## config.mk

```make
export PLATFORM = sky130hd
export DESIGN_NAME = idct_row_stage
export DESIGN_NICKNAME = d
export VERILOG_FILES = /design/src/idct_pkg.sv /design/src/sprime_if.sv /design/src/block_fetch.sv /design/src/sprime_ram.sv /design/src/row_transform.sv /design/src/idct_row_stage.sv
export SDC_FILE = /design/constraint.sdc
export NUM_CORES = 2
export LEC_CHECK = 0
export BUFFER_PORTS_ARGS = -buffer_cell sky130_fd_sc_hd__buf_4
export CELL_PAD_IN_SITES_DETAIL_PLACEMENT = 1
export CELL_PAD_IN_SITES_GLOBAL_PLACEMENT = 1
export CORE_ASPECT_RATIO = 1.25
export CORE_MARGIN = 2
export CORE_UTILIZATION = 54
export CTS_BUF_LIST = sky130_fd_sc_hd__clkbuf_4 sky130_fd_sc_hd__clkbuf_8 sky130_fd_sc_hd__clkbuf_16
export CTS_CLUSTER_DIAMETER = 80
export DETAILED_ROUTE_END_ITERATION = 12
export PLACE_DENSITY_LB_ADDON = 0.1
export SYNTH_ARGS = -nofsm -noshare
export SYNTH_HDL_FRONTEND = slang
export SYNTH_SLANG_ARGS = --single-unit
```

## constraint.sdc

```tcl
create_clock -name Clock -period 11.8 [get_ports Clock]
set_clock_uncertainty 0.05 [all_clocks]
set_input_delay 1.18 -clock Clock [delete_from_list [all_inputs] [get_ports Clock]]
set_output_delay 1.18 -clock Clock [all_outputs]
set_load 0.05 [all_outputs]
```

## src/idct_pkg.sv

```systemverilog
package idct_pkg;

	localparam int SAMPLE_W = 16;     // S' sample, signed
	localparam int COEF_W = 12;       // Cosine coefficient, signed
	localparam int T_W = 32;          // Result, signed
	localparam int BLOCK_N = 8;       // Block edge
	localparam int SRAM_ADDR_W = 18;
	localparam int RAM_ADDR_W = 5;    // 32 words of S' pairs
	localparam int SRAM_LATENCY = 2;  // Address to read data, in cycles

	// One RAM word, seen either raw or as two samples
	typedef union packed {
		logic [2*SAMPLE_W-1:0] raw;
		struct packed {
			logic signed [SAMPLE_W-1:0] first;   // Even column
			logic signed [SAMPLE_W-1:0] second;  // Odd column
		} pair;
	} sample_pair_u;

	// Indexed by {k, c}
	// Entry is 2048 * ck * cos((2c+1)k*pi/16) truncated toward zero, c0 = 1/sqrt(2)
	localparam logic signed [COEF_W-1:0] COS_TABLE [64] = '{
		1448,  1448,  1448,  1448,  1448,  1448,  1448,  1448,
		2008,  1702,  1137,   399,  -399, -1137, -1702, -2008,
		1892,   783,  -783, -1892, -1892,  -783,   783,  1892,
		1702,  -399, -2008, -1137,  1137,  2008,   399, -1702,
		1448, -1448, -1448,  1448,  1448, -1448, -1448,  1448,
		1137, -2008,   399,  1702, -1702,  -399,  2008, -1137,
		 783, -1892,  1892,  -783,  -783,  1892, -1892,   783,
		 399, -1137,  1702, -2008,  2008, -1702,  1137,  -399
	};

	function automatic logic signed [COEF_W-1:0] cos_coef(
		input logic [2:0] k,
		input logic [2:0] c
	);
		return COS_TABLE[{k, c}];
	endfunction

endpackage

```

## src/sprime_if.sv

```systemverilog
interface sprime_if;
	import idct_pkg::*;

	// Fill side, shares port b of the RAM
	logic wr_en;
	logic [RAM_ADDR_W-1:0] wr_addr;
	sample_pair_u wr_data;

	// Scan side
	logic [RAM_ADDR_W-1:0] rd_addr_a;
	logic [RAM_ADDR_W-1:0] rd_addr_b;
	sample_pair_u rd_data_a;  // One cycle after rd_addr_a
	sample_pair_u rd_data_b;

	modport fill (
		output wr_en, wr_addr, wr_data
	);

	modport scan (
		output rd_addr_a, rd_addr_b,
		input rd_data_a, rd_data_b
	);

	modport mem (
		input wr_en, wr_addr, wr_data, rd_addr_a, rd_addr_b,
		output rd_data_a, rd_data_b
	);

endinterface

```

## src/block_fetch.sv

```systemverilog
module block_fetch #(
	parameter int unsigned ROW_STRIDE = 320
) (
	input logic Clock,
	input logic Resetn,
	input logic start,
	input logic [idct_pkg::SRAM_ADDR_W-1:0] block_base,
	input logic [idct_pkg::SAMPLE_W-1:0] sram_read_data,
	input logic block_done,
	output logic [idct_pkg::SRAM_ADDR_W-1:0] sram_address,
	output logic busy,
	output logic block_loaded,
	sprime_if.fill ram
);
	import idct_pkg::*;

	localparam int CNT_W = $clog2(BLOCK_N);
	localparam logic [CNT_W-1:0] LAST = CNT_W'(BLOCK_N - 1);

	localparam logic [1:0] S_IDLE = 2'd0;
	localparam logic [1:0] S_FETCH = 2'd1;
	localparam logic [1:0] S_WAIT_DONE = 2'd2;  // Block held for the transform

	logic [1:0] state;
	logic [CNT_W-1:0] row;
	logic [CNT_W-1:0] col;
	logic addr_live;                   // sram_address holds a block address
	logic [SRAM_LATENCY-1:0] data_live;
	logic data_valid;
	logic odd;                         // Next sample arriving is an odd column
	logic [SRAM_ADDR_W-1:0] row_base;
	logic [SRAM_ADDR_W-1:0] next_row;
	logic [SAMPLE_W-1:0] even_buf;

	assign next_row = row_base + SRAM_ADDR_W'(ROW_STRIDE);
	assign data_valid = data_live[SRAM_LATENCY-1];

	always_ff @(posedge Clock or negedge Resetn) begin
		if (!Resetn) begin
			state <= S_IDLE;
			busy <= 1'b0;
			sram_address <= '0;
			row <= '0;
			col <= '0;
			addr_live <= 1'b0;
			block_loaded <= 1'b0;
		end else begin
			block_loaded <= 1'b0;
			case (state)
			S_IDLE: begin
				if (start) begin
					sram_address <= block_base;
					row <= '0;
					col <= '0;
					addr_live <= 1'b1;
					busy <= 1'b1;
					state <= S_FETCH;
				end
			end
			S_FETCH: begin
				if (addr_live) begin
					col <= col + 1'b1;
					if (col != LAST) begin
						sram_address <= sram_address + 1'b1;
					end else if (row != LAST) begin
						row <= row + 1'b1;
						sram_address <= next_row;  // Jump to next row
					end else begin
						addr_live <= 1'b0;  // Last address stays on the bus
					end
				end
				if (ram.wr_en && ram.wr_addr == '1) begin
					block_loaded <= 1'b1;
					state <= S_WAIT_DONE;
				end
			end
			S_WAIT_DONE: begin
				if (block_done) begin
					busy <= 1'b0;
					state <= S_IDLE;
				end
			end
			default: state <= S_IDLE;
			endcase
		end
	end

	always_ff @(posedge Clock) begin
		if (state == S_IDLE && start) begin
			row_base <= block_base;
		end else if (addr_live && col == LAST) begin
			row_base <= next_row;
		end
	end

	// Read data tracking and pair writes
	always_ff @(posedge Clock or negedge Resetn) begin
		if (!Resetn) begin
			data_live <= '0;
			odd <= 1'b0;
			ram.wr_en <= 1'b0;
			ram.wr_addr <= '0;
		end else begin
			data_live <= {data_live[SRAM_LATENCY-2:0], addr_live};
			ram.wr_en <= data_valid && odd;
			if (data_valid) begin
				odd <= !odd;
			end
			if (ram.wr_en) begin
				ram.wr_addr <= ram.wr_addr + 1'b1;  // Wraps to 0 after the block
			end
		end
	end

	always_ff @(posedge Clock) begin
		if (data_valid && !odd) begin
			even_buf <= sram_read_data;
		end
		if (data_valid && odd) begin
			ram.wr_data.pair.first <= even_buf;
			ram.wr_data.pair.second <= sram_read_data;
		end
	end

	a_wr_in_fetch: assert property (@(posedge Clock) disable iff (!Resetn)
		ram.wr_en |-> state == S_FETCH);

	// A start during a fetch must not disturb the address walk
	a_start_ignored: assert property (@(posedge Clock) disable iff (!Resetn)
		start && busy && addr_live |=> !addr_live
			|| ({row, col} == $past({row, col}) + 1'b1 && sram_address == row_base + col));

endmodule

```

## src/sprime_ram.sv

```systemverilog
module sprime_ram (
	input logic Clock,
	sprime_if.mem mem
);

	localparam int DEPTH = 32;
	localparam int WIDTH = 32;  // Two samples per word

	logic [WIDTH-1:0] words [DEPTH];
	logic [$clog2(DEPTH)-1:0] addr_b;

	// Port b is shared, the fill side has it while writing
	assign addr_b = mem.wr_en ? mem.wr_addr : mem.rd_addr_b;

	always_ff @(posedge Clock) begin
		if (mem.wr_en) begin
			words[addr_b] <= mem.wr_data.raw;
		end
		mem.rd_data_a.raw <= words[mem.rd_addr_a];
		mem.rd_data_b.raw <= words[addr_b];  // Old data on a write cycle
	end

	a_addr_a_known: assert property (@(posedge Clock)
		!mem.wr_en |-> !$isunknown(mem.rd_addr_a));

endmodule

```

## src/row_transform.sv

```systemverilog
module row_transform (
	input logic Clock,
	input logic Resetn,
	input logic block_loaded,
	sprime_if.scan ram,
	output logic t_valid,
	output logic [2:0] t_row,
	output logic [2:0] t_col,
	output logic signed [idct_pkg::T_W-1:0] t_data,
	output logic block_done
);
	import idct_pkg::*;

	localparam int CNT_W = $clog2(BLOCK_N);
	localparam logic [CNT_W-1:0] LAST = CNT_W'(BLOCK_N - 1);

	logic scanning;
	logic [CNT_W-1:0] row;
	logic [CNT_W-1:0] col;
	logic half;  // 0 for k = 0..3, 1 for k = 4..7

	// Tags of the words coming back from the RAM
	logic d1_live;
	logic d1_half;
	logic [CNT_W-1:0] d1_row;
	logic [CNT_W-1:0] d1_col;

	// Tags of the operands being multiplied
	logic d2_live;
	logic d2_half;
	logic [CNT_W-1:0] d2_row;
	logic [CNT_W-1:0] d2_col;

	logic signed [SAMPLE_W-1:0] samp [4];
	logic signed [COEF_W-1:0] coef [4];
	logic signed [T_W-1:0] prod [4];
	logic signed [T_W-1:0] sum;
	logic signed [T_W-1:0] acc;  // First half of the current result

	// Word r*4 + 2*half on port a, the next one on port b
	assign ram.rd_addr_a = {row, half, 1'b0};
	assign ram.rd_addr_b = {row, half, 1'b1};

	always_ff @(posedge Clock or negedge Resetn) begin
		if (!Resetn) begin
			scanning <= 1'b0;
			row <= '0;
			col <= '0;
			half <= 1'b0;
		end else if (block_loaded) begin
			scanning <= 1'b1;
			row <= '0;
			col <= '0;
			half <= 1'b0;
		end else if (scanning) begin
			half <= !half;
			if (half) begin
				col <= col + 1'b1;
				if (col == LAST) begin
					row <= row + 1'b1;
					if (row == LAST) begin
						scanning <= 1'b0;
					end
				end
			end
		end
	end

	always_ff @(posedge Clock or negedge Resetn) begin
		if (!Resetn) begin
			d1_live <= 1'b0;
			d2_live <= 1'b0;
			t_valid <= 1'b0;
			block_done <= 1'b0;
		end else begin
			d1_live <= scanning;
			d2_live <= d1_live;
			t_valid <= d2_live && d2_half;
			block_done <= t_valid && t_row == LAST && t_col == LAST;
		end
	end

	always_comb begin
		for (int j = 0; j < 4; j++) begin
			prod[j] = samp[j] * coef[j];
		end
		sum = prod[0] + prod[1] + prod[2] + prod[3];
	end

	always_ff @(posedge Clock) begin
		d1_half <= half;
		d1_row <= row;
		d1_col <= col;
		d2_half <= d1_half;
		d2_row <= d1_row;
		d2_col <= d1_col;

		// Operands for k = 4*half .. 4*half+3
		if (d1_live) begin
			samp[0] <= ram.rd_data_a.pair.first;
			samp[1] <= ram.rd_data_a.pair.second;
			samp[2] <= ram.rd_data_b.pair.first;
			samp[3] <= ram.rd_data_b.pair.second;
			for (int j = 0; j < 4; j++) begin
				coef[j] <= cos_coef({d1_half, 2'(j)}, d1_col);
			end
		end

		if (d2_live) begin
			if (!d2_half) begin
				acc <= sum;
			end else begin
				t_data <= acc + sum;
				t_row <= d2_row;
				t_col <= d2_col;
			end
		end
	end

	a_valid_spacing: assert property (@(posedge Clock) disable iff (!Resetn)
		t_valid |=> !t_valid);

	// Fetch must not hand over a new block mid scan
	a_load_when_idle: assert property (@(posedge Clock) disable iff (!Resetn)
		block_loaded |-> !scanning);

endmodule

```

## src/idct_row_stage.sv

```systemverilog
module idct_row_stage #(
	parameter int unsigned ROW_STRIDE = 320
) (
	input logic Clock,
	input logic Resetn,
	input logic start,
	input logic [idct_pkg::SRAM_ADDR_W-1:0] block_base,
	input logic [idct_pkg::SAMPLE_W-1:0] sram_read_data,
	output logic [idct_pkg::SRAM_ADDR_W-1:0] sram_address,
	output logic busy,
	output logic t_valid,
	output logic [2:0] t_row,
	output logic [2:0] t_col,
	output logic signed [idct_pkg::T_W-1:0] t_data,
	output logic done
);

	logic block_loaded;  // Fetch to transform handoff

	sprime_if s_ram ();

	block_fetch #(
		.ROW_STRIDE(ROW_STRIDE)
	) i_fetch (
		.Clock(Clock),
		.Resetn(Resetn),
		.start(start),
		.block_base(block_base),
		.sram_read_data(sram_read_data),
		.block_done(done),
		.sram_address(sram_address),
		.busy(busy),
		.block_loaded(block_loaded),
		.ram(s_ram.fill)
	);

	sprime_ram i_ram (
		.Clock(Clock),
		.mem(s_ram.mem)
	);

	row_transform i_row (
		.Clock(Clock),
		.Resetn(Resetn),
		.block_loaded(block_loaded),
		.ram(s_ram.scan),
		.t_valid(t_valid),
		.t_row(t_row),
		.t_col(t_col),
		.t_data(t_data),
		.block_done(done)
	);

endmodule

```

==> metrics.txt <==
Critical Path Fanout Max=16; Die ar.=154000 um^2; dpl cells=8185; clock buffer depth=3; Worst slew margin=0.111; yosys warns=0; Final WS setup=1.43 ns; Required @ worst endpoint=12.29 ns; drt wl/cell=29.5 um; most used cell along the critical path=fa_1; share of layout cells above drive strength 1=0.102; Worst Hold Slack=0.288 ns; global-route wire length before repair=369000 um; fmax=96.4 MHz; antenna violations before repair=18; Synth Area in Simple Gates=0.0783; max-cap violations=0; Die H=438 um; # setup viols final=0; final hold vios=0; DP HPWL=163000 um; Worst-Skew Late Latency=0.81 ns; pwr/cell area=111 nW/um^2; Tightest Pin Transition=1.33 ns; Cell Area, Placed=84400 um^2; post-synth design cell area=81400 um^2; Synth Register Bits=1382; Pre-antenna DRT Iters=13; Final nets=7368; crit path DAT=10.86 ns; IO buf count=95; fin area=89200 um^2; Post-CTS Setup Inserts=0; worst slack at placement=1.42 ns; post-cts repair resize count=0; register area share after synthesis=0.497; Setup TNS Final=0 ns; Flop pwr share=0.531; Synth Net Count=7333; Cells after Synth=6281; multiplexer share of the synthesized area=0.0459; Critical Path Start Type=flop; htree depth=4; global route total overflow=0; Compound-Gate Fraction of Synth Area=0.0811; CTS sink cnt=1382; DRC=0; async set-reset flop share out of synthesis=0.0362; IO Count=96; sw frac=0.202; Logic pwr share=0.002; clk slew on worst S/H paths=0.06 ns; post-synthesis xor/xnor area fraction=0.0211; CTS tree=done; Adder-Cell Fraction of Synth Area=0.221; post-layout min period=10.37 ns; VDD IR max=0.149 mV; post-route insts no fill=8443; largest net degree at the start of global routing=155; leakage power=34.6 nW; Tcrit/Tclk final=0.879; overall routing resource usage=0.330; Root Buffer=clkbuf_16; Die Width=351 um; RSZ-0062 raised after global routing=no; WS Path Type=flop to flop; Routed Antenna Nets=0; vias in the first global route=56900; Slew Viols, Final=0; synthesized area per cell=13.0 um^2; row cnt=159; CP endpoint kind=flop; Synth Flop Type=edfxtp_1; most frequent cells in the layout=edfxtp_1 (1254), inv_1 (916), fa_1 (702); Post-Route WL=249000 um; largest family of logic cells by synthesized area=adder cells; switching power total=0.00200 W; status=finished, final reports clean; Post-CTS Hold Fix Bufs=0; Initial Utilization=0.542; initial DRC count=6131; Cell variety after synth=80; area grow syn2layout=9.64%; Post-synth EDFFs=1254; CP peak stage delay=0.84 ns; Clock Power Share=0.468; Vias=52700; most common cell after layout, fill and taps aside=edfxtp_1; mean number of vias per cell=6.24; CP max stage cell=edfxtp_1; Pint=0.00791 W; total core area=150000 um^2; total CTS buffers=141; GPL Wtd Cong=0.870; type of the tightest min-delay check=flop to flop
[cell usage after synthesis, types with 8 or more instances]
cell type / instances / area, um^2
xnor2_1: 140 / 1230
dfrtp_1: 50 / 1250
edfxtp_1: 1254 / 37700
nand3_1: 46 / 230
dfxtp_1: 78 / 1560
and3_1: 20 / 125
or3_1: 13 / 81.3
nor2_1: 195 / 732
clkbuf_1: 229 / 860
buf_2: 15 / 75.1
nand2_1: 702 / 2640
fa_1: 702 / 14100
inv_1: 916 / 3440
nor3_1: 32 / 160
o21bai_1: 11 / 82.6
a21o_1: 43 / 323
nor4_1: 65 / 407
a31o_2: 8 / 70.1
o21ai_0: 81 / 405
o21a_1: 18 / 135
nor2b_1: 36 / 225
ha_1: 313 / 3920
and2_1: 190 / 1190
a31oi_1: 22 / 138
a21oi_1: 404 / 2020
nand4_1: 8 / 50.1
a222oi_1: 256 / 2560
mux4_2: 161 / 3630
a211oi_1: 29 / 218
xor2_1: 56 / 490
buf_1: 31 / 116
nand2b_1: 51 / 319
[worst max-delay path, delay by kind of cell, from the launching register on]
family | cells | cell delay [ns]
flops | 1 | 0.84
compound gates | 11 | 1.85
buf+inv | 6 | 0.40
fa+ha+maj | 10 | 4.39
simple gates | 12 | 1.70
xor+xnor | 3 | 0.85
[area by class of cell]
type,count,area [um^2]
fill,14700,60800
multi-input combinational,3704,36700
timing repair buffer,167,1290
tap,2012,2520
inverter,920,3450
clock inverter,79,848
antenna,1,2.50
clock buffer,178,3920
sequential,1382,40500
[worst paths after layout]
path	start	end	cells after the start	slack, ns
min in group asynchronous	Resetn	i_fetch.sram_address[9]	1	0.40
hold / removal	i_row.d1_row[0]	i_row.d2_row[0]	0	0.29
setup reg to reg	i_row.coef[1][6]	i_row.t_data[30]	42	1.43
setup / recovery	i_row.coef[1][6]	i_row.t_data[30]	42	1.43
max in group asynchronous	Resetn	i_row.row[0]	1	10.69
hold reg to reg	i_row.d1_row[0]	i_row.d2_row[0]	0	0.29
[cell families (layout without fill, tap and decap cells)]
family / count (synthesis) / after routing
AOI/OAI and AO/OA: 937 / 937
adders and majority gates: 1015 / 1015
DFF: 1382 / 1382
other: 0 / 1
buffers and inverters: 1195 / 1344
muxes: 171 / 171
and+or+nand+nor: 1385 / 1385
xor gates and xnor gates: 196 / 196
[flip-flops by register name, indices dropped and copies added, names as in the netlist, 30 cells and up]
| signal | count |
|---|---|
| i_row.coef | 30 |
| i_row.samp | 64 |
| i_row.acc | 32 |
| i_fetch.ram.wr_data | 32 |
| i_ram.mem.rd_data_a | 32 |
| i_row.t_data | 32 |
| i_ram.mem.rd_data_b | 32 |
| i_ram.words | 1024 |
[through the flow]
step / total power [W] / utilization
floorplan: 0.00536 / -
global placement: 0.00538 / 0.563
detailed placement: 0.00538 / 0.563
CTS: 0.00996 / 0.595
global route: 0.0101 / 0.595
finish: 0.00991 / 0.595
[metal layers]
layer  routed length (um)  vias to the layer above  GRT usage
met5                  131                        -          0
met4                18300                       20      0.203
met3                19200                      723     0.0565
met2               125000                     2510      0.557
met1                86800                    27300      0.396
li1                     -                    22200          -
[power groups by stage]
stage	Combinational (W)	Sequential [W]	Clock, W
floorplan	0.000000130	0.00536	0
global placement	0.0000194	0.00536	0
detailed placement	0.0000194	0.00536	0
CTS	0.0000195	0.00526	0.00468
global route	0.0000199	0.00526	0.00485
finish	0.0000189	0.00526	0.00463
Note: power is estimated with default switching activity, not from simulation.
